<file path="src/source/uart_bridge_pkg.sv">
package uart_bridge_pkg;

    // one word is one uart frame
    localparam int DATA_WIDTH       = 8;
    localparam int DATA_COUNT_WIDTH = $clog2(DATA_WIDTH) + 1;
    // terminal counts, sized to the counters
    localparam logic [DATA_COUNT_WIDTH-1:0] DATA_COUNT_LAST = DATA_COUNT_WIDTH'(DATA_WIDTH - 1);
    localparam logic [DATA_COUNT_WIDTH-1:0] DATA_COUNT_FULL = DATA_COUNT_WIDTH'(DATA_WIDTH);

    // slaves sharing the interconnect
    localparam int SLAVES     = 3;
    localparam int S_ID_WIDTH = $clog2(SLAVES + 1);
    localparam logic [S_ID_WIDTH-1:0] SLAVE_ID_DEFAULT = S_ID_WIDTH'(1);

    // command codes, sent msb first on control
    localparam int CMD_WIDTH = 3;
    localparam logic [CMD_WIDTH-1:0] CMD_START    = 3'b111;
    localparam logic [CMD_WIDTH-1:0] CMD_HOLD     = 3'b110;
    localparam logic [CMD_WIDTH-1:0] CMD_CONTINUE = 3'b101;
    localparam logic [CMD_WIDTH-1:0] CMD_ABORT    = 3'b100;

    // command, identity, then direction bit
    localparam int CON_WIDTH       = CMD_WIDTH + S_ID_WIDTH + 1;
    localparam int CON_COUNT_WIDTH = $clog2(CON_WIDTH + 1);
    localparam logic [CON_COUNT_WIDTH-1:0] CMD_COUNT_LAST = CON_COUNT_WIDTH'(CMD_WIDTH - 1);
    localparam logic [CON_COUNT_WIDTH-1:0] CON_COUNT_LAST = CON_COUNT_WIDTH'(CON_WIDTH - 1);

    // uart bit timing
    localparam int CLKS_PER_BIT = 4;
    localparam int FRAME_BITS   = DATA_WIDTH + 2;
    // one extra bit so the first sample delay of 1.5 bits fits
    localparam int BAUD_COUNT_WIDTH = $clog2(CLKS_PER_BIT) + 1;
    localparam logic [BAUD_COUNT_WIDTH-1:0] BAUD_LAST = BAUD_COUNT_WIDTH'(CLKS_PER_BIT - 1);
    // from start edge seen after the synchronizer to middle of bit 0
    localparam logic [BAUD_COUNT_WIDTH-1:0] BAUD_FIRST_SAMPLE =
        BAUD_COUNT_WIDTH'(CLKS_PER_BIT + CLKS_PER_BIT / 2 - 2);
    localparam logic [DATA_COUNT_WIDTH-1:0] FRAME_COUNT_LAST = DATA_COUNT_WIDTH'(FRAME_BITS - 1);

endpackage

</file>
<file path="src/source/uart_rx.sv">
`timescale 1ns/1ps

module uart_rx (
    input  logic                                   clk,
    input  logic                                   rstN,
    input  logic                                   rx_line,
    input  logic                                   rx_take,
    output logic                                   rx_valid,
    output logic [uart_bridge_pkg::DATA_WIDTH-1:0] rx_data
);

    typedef enum logic [1:0] {
        RX_IDLE,
        RX_DATA,
        RX_STOP
    } rx_state_t;

    rx_state_t state;

    // two-flop synchronizer, idle level is high
    logic line_meta;
    logic line_s;

    logic [uart_bridge_pkg::BAUD_COUNT_WIDTH-1:0] baud_cnt;
    logic [uart_bridge_pkg::DATA_COUNT_WIDTH-1:0] bit_cnt;
    logic [uart_bridge_pkg::DATA_WIDTH-1:0]       shift_q;

    logic sample_en;
    logic stop_done;

    // mid-bit points
    assign sample_en = (state == RX_DATA) && (baud_cnt == '0);
    assign stop_done = (state == RX_STOP) && (baud_cnt == '0);

    always_ff @(posedge clk or negedge rstN) begin
        if (!rstN) begin
            line_meta <= 1'b1;
            line_s    <= 1'b1;
        end else begin
            line_meta <= rx_line;
            line_s    <= line_meta;
        end
    end

    always_ff @(posedge clk or negedge rstN) begin
        if (!rstN) begin
            state    <= RX_IDLE;
            baud_cnt <= '0;
            bit_cnt  <= '0;
            rx_valid <= 1'b0;
        end else begin
            // word taken by the slave port
            if (rx_take) begin
                rx_valid <= 1'b0;
            end
            case (state)
                RX_IDLE: begin
                    // falling start edge, wait for middle of bit 0
                    if (!line_s) begin
                        baud_cnt <= uart_bridge_pkg::BAUD_FIRST_SAMPLE;
                        bit_cnt  <= '0;
                        state    <= RX_DATA;
                    end
                end
                RX_DATA: begin
                    if (baud_cnt == '0) begin
                        baud_cnt <= uart_bridge_pkg::BAUD_LAST;
                        bit_cnt  <= bit_cnt + 1'b1;
                        if (bit_cnt == uart_bridge_pkg::DATA_COUNT_LAST) begin
                            state <= RX_STOP;
                        end
                    end else begin
                        baud_cnt <= baud_cnt - 1'b1;
                    end
                end
                RX_STOP: begin
                    if (baud_cnt == '0) begin
                        // frame dropped when the last word is still held
                        if (!rx_valid) begin
                            rx_valid <= 1'b1;
                        end
                        state <= RX_IDLE;
                    end else begin
                        baud_cnt <= baud_cnt - 1'b1;
                    end
                end
                default: state <= RX_IDLE;
            endcase
        end
    end

    // lsb arrives first, shift in from the top
    always_ff @(posedge clk) begin
        if (sample_en) begin
            shift_q <= {line_s, shift_q[uart_bridge_pkg::DATA_WIDTH-1:1]};
        end
        if (stop_done && !rx_valid) begin
            rx_data <= shift_q;
        end
    end

endmodule

</file>
<file path="src/source/bus_slave_port.sv">
`timescale 1ns/1ps

module bus_slave_port #(
    parameter logic [uart_bridge_pkg::S_ID_WIDTH-1:0] SLAVE_ID =
        uart_bridge_pkg::SLAVE_ID_DEFAULT
) (
    input  logic                                   clk,
    input  logic                                   rstN,
    // master side, serial
    input  logic                                   control,
    input  logic                                   wD,
    input  logic                                   valid,
    output logic                                   rD,
    output logic                                   ready,
    // toward uart transmitter
    input  logic                                   tx_ready,
    output logic                                   tx_start,
    output logic [uart_bridge_pkg::DATA_WIDTH-1:0] tx_data,
    // from uart receiver
    input  logic                                   rx_valid,
    input  logic [uart_bridge_pkg::DATA_WIDTH-1:0] rx_data,
    output logic                                   rx_take
);

    typedef enum logic [2:0] {
        ST_IDLE,
        ST_RECONFIG,
        ST_CONFIG_NEXT,
        ST_READ,
        ST_WRITE,
        ST_READ_ACK
    } state_t;

    state_t state;
    // where CONTINUE goes back to
    state_t prev_state;
    logic   hold_q;

    // control sequence shift register
    logic [uart_bridge_pkg::CON_WIDTH-1:0]       con_q;
    logic [uart_bridge_pkg::CON_WIDTH-1:0]       con_next;
    logic [uart_bridge_pkg::CON_COUNT_WIDTH-1:0] con_cnt;

    // write word, msb first from wD
    logic [uart_bridge_pkg::DATA_WIDTH-1:0]       wd_q;
    logic [uart_bridge_pkg::DATA_COUNT_WIDTH-1:0] wd_cnt;

    // read word, msb first onto rD
    logic [uart_bridge_pkg::DATA_WIDTH-1:0]       rd_q;
    logic [uart_bridge_pkg::DATA_COUNT_WIDTH-1:0] rd_cnt;

    // current control bit appended
    assign con_next = {con_q[uart_bridge_pkg::CON_WIDTH-2:0], control};
    assign tx_data  = wd_q;

    always_ff @(posedge clk or negedge rstN) begin
        if (!rstN) begin
            state      <= ST_IDLE;
            prev_state <= ST_IDLE;
            hold_q     <= 1'b0;
            con_q      <= '0;
            con_cnt    <= '0;
            wd_q       <= '0;
            wd_cnt     <= '0;
            rd_q       <= '0;
            rd_cnt     <= '0;
            rD         <= 1'b0;
            ready      <= 1'b1;
            tx_start   <= 1'b0;
            rx_take    <= 1'b0;
        end else begin
            // single-cycle strobes
            tx_start <= 1'b0;
            rx_take  <= 1'b0;

            // high control bit outside a sequence opens a new one
            if (state != ST_RECONFIG && control) begin
                con_q      <= con_next;
                con_cnt    <= 1;
                prev_state <= state;
                state      <= ST_RECONFIG;
            end else begin
                case (state)
                    ST_IDLE: begin
                        ready  <= 1'b1;
                        rD     <= 1'b0;
                        // partial words are lost here
                        wd_cnt <= '0;
                        rd_cnt <= '0;
                    end
                    ST_RECONFIG: begin
                        // count 0 only while held, waiting for the next sequence
                        if (con_cnt != '0 || control) begin
                            con_q   <= con_next;
                            con_cnt <= con_cnt + 1'b1;
                            if (con_cnt == uart_bridge_pkg::CMD_COUNT_LAST) begin
                                // command complete
                                if (con_next[2:0] == uart_bridge_pkg::CMD_HOLD) begin
                                    hold_q  <= 1'b1;
                                    con_cnt <= '0;
                                end else if (con_next[2:0] == uart_bridge_pkg::CMD_CONTINUE) begin
                                    hold_q <= 1'b0;
                                    state  <= prev_state;
                                end else if (con_next[2:0] != uart_bridge_pkg::CMD_START) begin
                                    // abort
                                    hold_q <= 1'b0;
                                    state  <= ST_IDLE;
                                end
                            end else if (con_cnt == uart_bridge_pkg::CON_COUNT_LAST) begin
                                con_cnt <= '0;
                                // a START while held is read and ignored
                                if (!hold_q) begin
                                    if (con_next[uart_bridge_pkg::S_ID_WIDTH:1] == SLAVE_ID) begin
                                        wd_cnt <= '0;
                                        rd_cnt <= '0;
                                        // direction bit, 1 writes to uart
                                        if (con_next[0]) begin
                                            ready <= 1'b1;
                                            state <= ST_WRITE;
                                        end else begin
                                            ready <= 1'b0;
                                            state <= ST_CONFIG_NEXT;
                                        end
                                    end else begin
                                        // addressed to another slave
                                        state <= ST_IDLE;
                                    end
                                end
                            end
                        end
                    end
                    ST_CONFIG_NEXT: begin
                        // read set up, wait for a received word
                        if (rx_valid) begin
                            rx_take <= 1'b1;
                            rD      <= rx_data[uart_bridge_pkg::DATA_WIDTH-1];
                            rd_q    <= {rx_data[uart_bridge_pkg::DATA_WIDTH-2:0], 1'b0};
                            rd_cnt  <= 1;
                            ready   <= 1'b1;
                            state   <= ST_READ;
                        end
                    end
                    ST_READ: begin
                        if (rd_cnt == uart_bridge_pkg::DATA_COUNT_FULL) begin
                            ready <= 1'b0;
                            rD    <= 1'b0;
                            state <= ST_READ_ACK;
                        end else begin
                            rD     <= rd_q[uart_bridge_pkg::DATA_WIDTH-1];
                            rd_q   <= {rd_q[uart_bridge_pkg::DATA_WIDTH-2:0], 1'b0};
                            rd_cnt <= rd_cnt + 1'b1;
                        end
                    end
                    ST_READ_ACK: begin
                        // one valid pulse closes the read
                        if (valid) begin
                            ready <= 1'b1;
                            state <= ST_IDLE;
                        end
                    end
                    ST_WRITE: begin
                        if (wd_cnt == uart_bridge_pkg::DATA_COUNT_FULL) begin
                            // word complete, transmitter was busy
                            if (tx_ready) begin
                                tx_start <= 1'b1;
                                state    <= ST_IDLE;
                            end
                        end else if (valid) begin
                            wd_q   <= {wd_q[uart_bridge_pkg::DATA_WIDTH-2:0], wD};
                            wd_cnt <= wd_cnt + 1'b1;
                            // last bit, hand over right away when possible
                            if (wd_cnt == uart_bridge_pkg::DATA_COUNT_LAST && tx_ready) begin
                                tx_start <= 1'b1;
                                state    <= ST_IDLE;
                            end
                        end
                    end
                    default: state <= ST_IDLE;
                endcase
            end
        end
    end

endmodule

</file>
<file path="src/source/uart_tx.sv">
`timescale 1ns/1ps

module uart_tx (
    input  logic                                   clk,
    input  logic                                   rstN,
    input  logic                                   tx_start,
    input  logic [uart_bridge_pkg::DATA_WIDTH-1:0] tx_data,
    output logic                                   tx_ready,
    output logic                                   tx_line
);

    typedef enum logic {
        TX_IDLE,
        TX_SEND
    } tx_state_t;

    tx_state_t state;

    logic [uart_bridge_pkg::BAUD_COUNT_WIDTH-1:0] baud_cnt;
    // index of the bit on the line, 0 is the start bit
    logic [uart_bridge_pkg::DATA_COUNT_WIDTH-1:0] bit_cnt;
    logic [uart_bridge_pkg::DATA_WIDTH-1:0]       data_q;

    logic load;
    logic bit_end;

    assign load     = (state == TX_IDLE) && tx_start;
    assign bit_end  = (state == TX_SEND) && (baud_cnt == uart_bridge_pkg::BAUD_LAST);
    assign tx_ready = (state == TX_IDLE);

    always_ff @(posedge clk or negedge rstN) begin
        if (!rstN) begin
            state    <= TX_IDLE;
            baud_cnt <= '0;
            bit_cnt  <= '0;
            tx_line  <= 1'b1;
        end else begin
            case (state)
                TX_IDLE: begin
                    tx_line <= 1'b1;
                    // start bit on the line next cycle
                    if (tx_start) begin
                        tx_line  <= 1'b0;
                        baud_cnt <= '0;
                        bit_cnt  <= '0;
                        state    <= TX_SEND;
                    end
                end
                TX_SEND: begin
                    if (bit_end) begin
                        baud_cnt <= '0;
                        bit_cnt  <= bit_cnt + 1'b1;
                        if (bit_cnt == uart_bridge_pkg::FRAME_COUNT_LAST) begin
                            // stop bit done
                            state <= TX_IDLE;
                        end else if (bit_cnt == uart_bridge_pkg::DATA_COUNT_FULL) begin
                            tx_line <= 1'b1;
                        end else begin
                            tx_line <= data_q[0];
                        end
                    end else begin
                        baud_cnt <= baud_cnt + 1'b1;
                    end
                end
                default: state <= TX_IDLE;
            endcase
        end
    end

    // word latched on start, lsb leaves first
    always_ff @(posedge clk) begin
        if (load) begin
            data_q <= tx_data;
        end else if (bit_end) begin
            data_q <= {1'b0, data_q[uart_bridge_pkg::DATA_WIDTH-1:1]};
        end
    end

endmodule

</file>
<file path="src/source/uart_bridge.sv">
`timescale 1ns/1ps

module uart_bridge (
    input  logic clk,
    input  logic rstN,
    // master bus
    input  logic control,
    input  logic wD,
    input  logic valid,
    output logic rD,
    output logic ready,
    // serial lines
    input  logic uart_rx_line,
    output logic uart_tx_line
);

    // receiver to slave port
    logic                                   rx_valid;
    logic                                   rx_take;
    logic [uart_bridge_pkg::DATA_WIDTH-1:0] rx_data;

    // slave port to transmitter
    logic                                   tx_start;
    logic                                   tx_ready;
    logic [uart_bridge_pkg::DATA_WIDTH-1:0] tx_data;

    uart_rx rx0 (
        .clk      (clk),
        .rstN     (rstN),
        .rx_line  (uart_rx_line),
        .rx_take  (rx_take),
        .rx_valid (rx_valid),
        .rx_data  (rx_data)
    );

    bus_slave_port #(
        .SLAVE_ID (uart_bridge_pkg::SLAVE_ID_DEFAULT)
    ) port0 (
        .clk      (clk),
        .rstN     (rstN),
        .control  (control),
        .wD       (wD),
        .valid    (valid),
        .rD       (rD),
        .ready    (ready),
        .tx_ready (tx_ready),
        .tx_start (tx_start),
        .tx_data  (tx_data),
        .rx_valid (rx_valid),
        .rx_data  (rx_data),
        .rx_take  (rx_take)
    );

    uart_tx tx0 (
        .clk      (clk),
        .rstN     (rstN),
        .tx_start (tx_start),
        .tx_data  (tx_data),
        .tx_ready (tx_ready),
        .tx_line  (uart_tx_line)
    );

endmodule

</file>
<file path="config.mk">
export PLATFORM = sky130hd
export DESIGN_NAME = uart_bridge
export DESIGN_NICKNAME = d
export VERILOG_FILES = /design/src/source/uart_bridge_pkg.sv /design/src/source/uart_rx.sv /design/src/source/bus_slave_port.sv /design/src/source/uart_tx.sv /design/src/source/uart_bridge.sv
export SDC_FILE = /design/constraint.sdc
export NUM_CORES = 1
export LEC_CHECK = 0
export BUFFER_PORTS_ARGS = -buffer_cell sky130_fd_sc_hd__buf_2
export CORE_MARGIN = 5
export CORE_UTILIZATION = 35
export DETAILED_ROUTE_END_ITERATION = 16
export GPL_TIMING_DRIVEN = 0
export HOLD_SLACK_MARGIN = 0.05
export PLACE_DENSITY_LB_ADDON = 0.15
export SETUP_SLACK_MARGIN = 0.3
export SLEW_MARGIN = 20
export SYNTH_ARGS = -nofsm -noshare
export SYNTH_HDL_FRONTEND = slang
export SYNTH_HIERARCHICAL = 1
export SYNTH_SLANG_ARGS = --single-unit
</file>
<file path="constraint.sdc">
create_clock -name clk -period 4.8 [get_ports clk]
set_input_delay 0.24 -clock clk [delete_from_list [all_inputs] [get_ports clk]]
set_output_delay 0.24 -clock clk [all_outputs]
set_load 0.02 [all_outputs]
</file>
==> summary.txt <==
CTS
  • Worst-Skew Late Latency: 0.34 ns
  • CTS buffer count: 9
  • Clock sinks: 84
  • Clk root buf: clkbuf_16
  • Cts repair resizes: 0
  • H-tree depth: 3
  • Maximum buffer depth of the clock tree: 2
  • Reg clk slew, reported paths: 0.06 ns
  • CTS tree: built

Setup path
  • Slowest stage cell, crit path: nor2_1
  • Worst path required time: 4.77 ns
  • Setup crit start kind: flop
  • Worst path top cell family by delay: simple AND/OR/NAND/NOR gates
  • Worst path bufs/invs: 1
  • Crit Path Category: flop to flop
  • Crit end category: flop
  • CP peak stage delay: 0.58 ns
  • Worst Path Max Fanout: 8
  • Crit path arrival time: 2.04 ns
  • Crit path cell chain: inv_1 > ha_1 > nor2b_2 > nand2_1 > nor2_1

STA
  • Fin. max-slew vios: 0
  • Max Clock Skew: 0.00687 ns
  • Slew margin rel.: 51.4%
  • Fin. Hold Viols: 0
  • Setup violation total in the final timing report: 0
  • RSZ-0062 raised after global routing: false
  • Final setup TNS: 0 ns
  • Worst setup margin: 2.73 ns
  • Tcrit/Tclk final: 43.1%
  • Fmax: 0.483 GHz
  • Post-layout minimum cycle time: 2.07 ns
  • Slew @ Worst Pin: 0.727 ns

Synth
  • Synth top area cells: dfrtp_1, edfxtp_1, ha_1
  • Yosys warnings: 6
  • Post-synth EDFFs: 24
  • Seq/Total Area, Yosys: 50.8%
  • Cell taking the most area after synthesis: dfrtp_1
  • Synth Instances: 397
  • Synth unique cells: 67
  • Synthesized net count: 423
  • Top_reg_cell synth: dfrtp_1
  • Flops & latches, synth: 84
  • Syn_area_per_cell: 11.0 um2
  • Post-synthesis cell area: 4380 um2
  • Yosys top cell area share: 32.0%
  • Post-synth ARST share: 71.4%

Final layout
  • N_diodes: 0
  • Nets: 444
  • Share of cells above drive strength 1: 16.5%
  • Commonest non-fill, non-tap cells in the layout: dfrtp_1, nand2_1, edfxtp_1, nor2_1
  • Synth-to-layout area growth: 13.1%
  • Commonest non-fill, non-tap cell in the layout: dfrtp_1

Drt
  • Initial drt markers: 151
  • Vias after detailed routing: 2921
  • Initial DRT Pass Iterations: 4
  • Routed wire per std cell: 14.1 um
  • Routed WL: 8320 um
  • Vias per Instance: 4.94
  • DRC: 0
  • Antenna Violating Nets Remaining: 0

Status
  • Outcome: finished clean

Placement
  • Pre-CTS WS: 2.68 ns
  • PortBufs: 7
  • Placer congestion estimate: 0.777
  • DP HPWL: 5720 um

Die
  • Die Span Y: 122 um
  • Site Rows: 40
  • Die W: 122 um
  • Starting Density: 36.0%
  • Top Ports: 9
  • Core area: 12200 um2
  • Die Area: 14900 um2

GRT
  • Largest net degree at the start of global routing: 35
  • Grt ovf: 0
  • Vias in the first global route: 2989
  • Initial antenna violation count: 0
  • First-pass GRT wire length: 14600 um
  • Total GRT Usage: 12.4%

Job
  • Max-Cap Viols: 0

Power
  • Maximum vdd drop: 351 uV
  • Leak pwr: 2.17 nW
  • Power Dens Cells: 517 nW/um2

Min path
  • Worst Hold Class: primary input to flop
==> cell type report <==
type	count	area (um2)
Fill cell	1182	7210
Sequential cell	84	2230
Multi-Input combinational cell	273	1950
Clock buffer	11	233
Tap cell	168	210
Buffer	18	120
Inverter	22	82.6
Timing Repair Buffer	10	77.6
Clock inverter	5	52.6
==> per-layer routing <==
layer	share of wire, %	track usage, %	wire, um
met4	1.2	4.55	100
met3	3.6	3.99	297
met1	50	16.0	4130
met2	46	19.4	3790
met5	0	0	0
==> sequential cells by signal, indices dropped and copies added, names as in the netlist, 4 cells and up <==
register / cells
rx0/shift_q: 8
rx0/rx_data: 8
port0/tx_data: 8
port0/rd_q: 7
rx0/bit_cnt: 4
tx0/data_q: 8
port0/wd_cnt: 4
port0/rd_cnt: 4
tx0/bit_cnt: 4
==> worst paths after layout <==
| check | start | endpoint | slack [ns] | cells past startpoint |
|---|---|---|---|---|
| max in group asynchronous | rstN | tx0/tx_line$_DFFE_PN1P_ | 3.84 | 3 |
| min in group asynchronous | rstN | port0/con_cnt[0]$_DFFE_PN0P_ | 0.38 | 2 |
| worst min-delay path | wD | port0/tx_data[0]$_DFFE_PN0P_ | 0.14 | 2 |
| worst min register to register | rx0/line_meta$_DFF_PN1_ | rx0/line_s$_DFF_PN1_ | 0.35 | 0 |
| worst max-delay path | rx0/baud_cnt[0]$_DFFE_PN0P_ | rx0/rx_data[0]$_DFFE_PP_ | 2.73 | 5 |
| worst max register to register | rx0/baud_cnt[0]$_DFFE_PN0P_ | rx0/rx_data[0]$_DFFE_PP_ | 2.73 | 5 |
==> synthesized netlist by cell type (2+ instances only) <==
cell type / number
dfrtp_1: 56
nand2_1: 48
edfxtp_1: 24
nor2_1: 23
ha_1: 20
inv_1: 20
o21ai_0: 15
nand3_1: 14
a21oi_1: 13
mux2_4: 12
o21ai_1: 9
a31oi_1: 8
mux2i_1: 8
nand2b_1: 8
nor2b_1: 7
a22o_1: 6
buf_2: 6
and3_1: 5
buf_6: 5
clkbuf_1: 5
mux2_2: 5
nor3_1: 5
and3b_1: 4
dfstp_2: 4
nand3b_1: 4
o31ai_1: 4
a21o_1: 3
a211oi_1: 2
a32o_1: 2
and2_1: 2
and4b_1: 2
buf_4: 2
inv_2: 2
nand2b_4: 2
nand4_1: 2
nor2_2: 2
nor3_2: 2
nor3b_1: 2
nor4_1: 2
o211ai_1: 2
o221ai_1: 2
or3_1: 2
xnor2_1: 2
==> where the power goes <==
group	leakage (nW)	switching [W]	internal (W)	total, W
clock	0.131	0.000273	0.000400	0.000672
sequential	0.986	0.000120	0.000898	0.00102
combinational	1.05	0.000509	0.000359	0.000869
total	2.17	0.000902	0.00166	0.00256
==> timing repair <==
item,in CTS,in global routing
endpoints found under the hold margin,24,0
hold buffers,2,0
buffers inserted,0,0
==> stage by stage <==
step	hold WS, ns	area (um2)	instances	power (W)	utilization [%]
3_3_place_gp	0.347	4630	572	0.00189	38.0
6_report	0.143	4950	591	0.00256	40.7
3_5_place_dp	0.192	4650	573	0.00190	38.2
4_1_cts	0.125	4950	591	0.00260	40.7
5_1_grt	0.128	4950	591	0.00276	40.7
2_1_floorplan	-0.0556	4380	397	0.00169	-
==> cell families after synthesis <==
kind of cell               Yosys count  synth area share, %
and+or+nand+nor                    147                 18.8
DFF                                 84                 50.8
AOI/OAI and AO/OA                   78                 12.2
buffers and inverters               40                 4.63
muxes                               26                 7.48
adders and majority gates           20                 5.71
xor gates and xnor gates             2                0.400
Power figures use the tool's default switching activity.
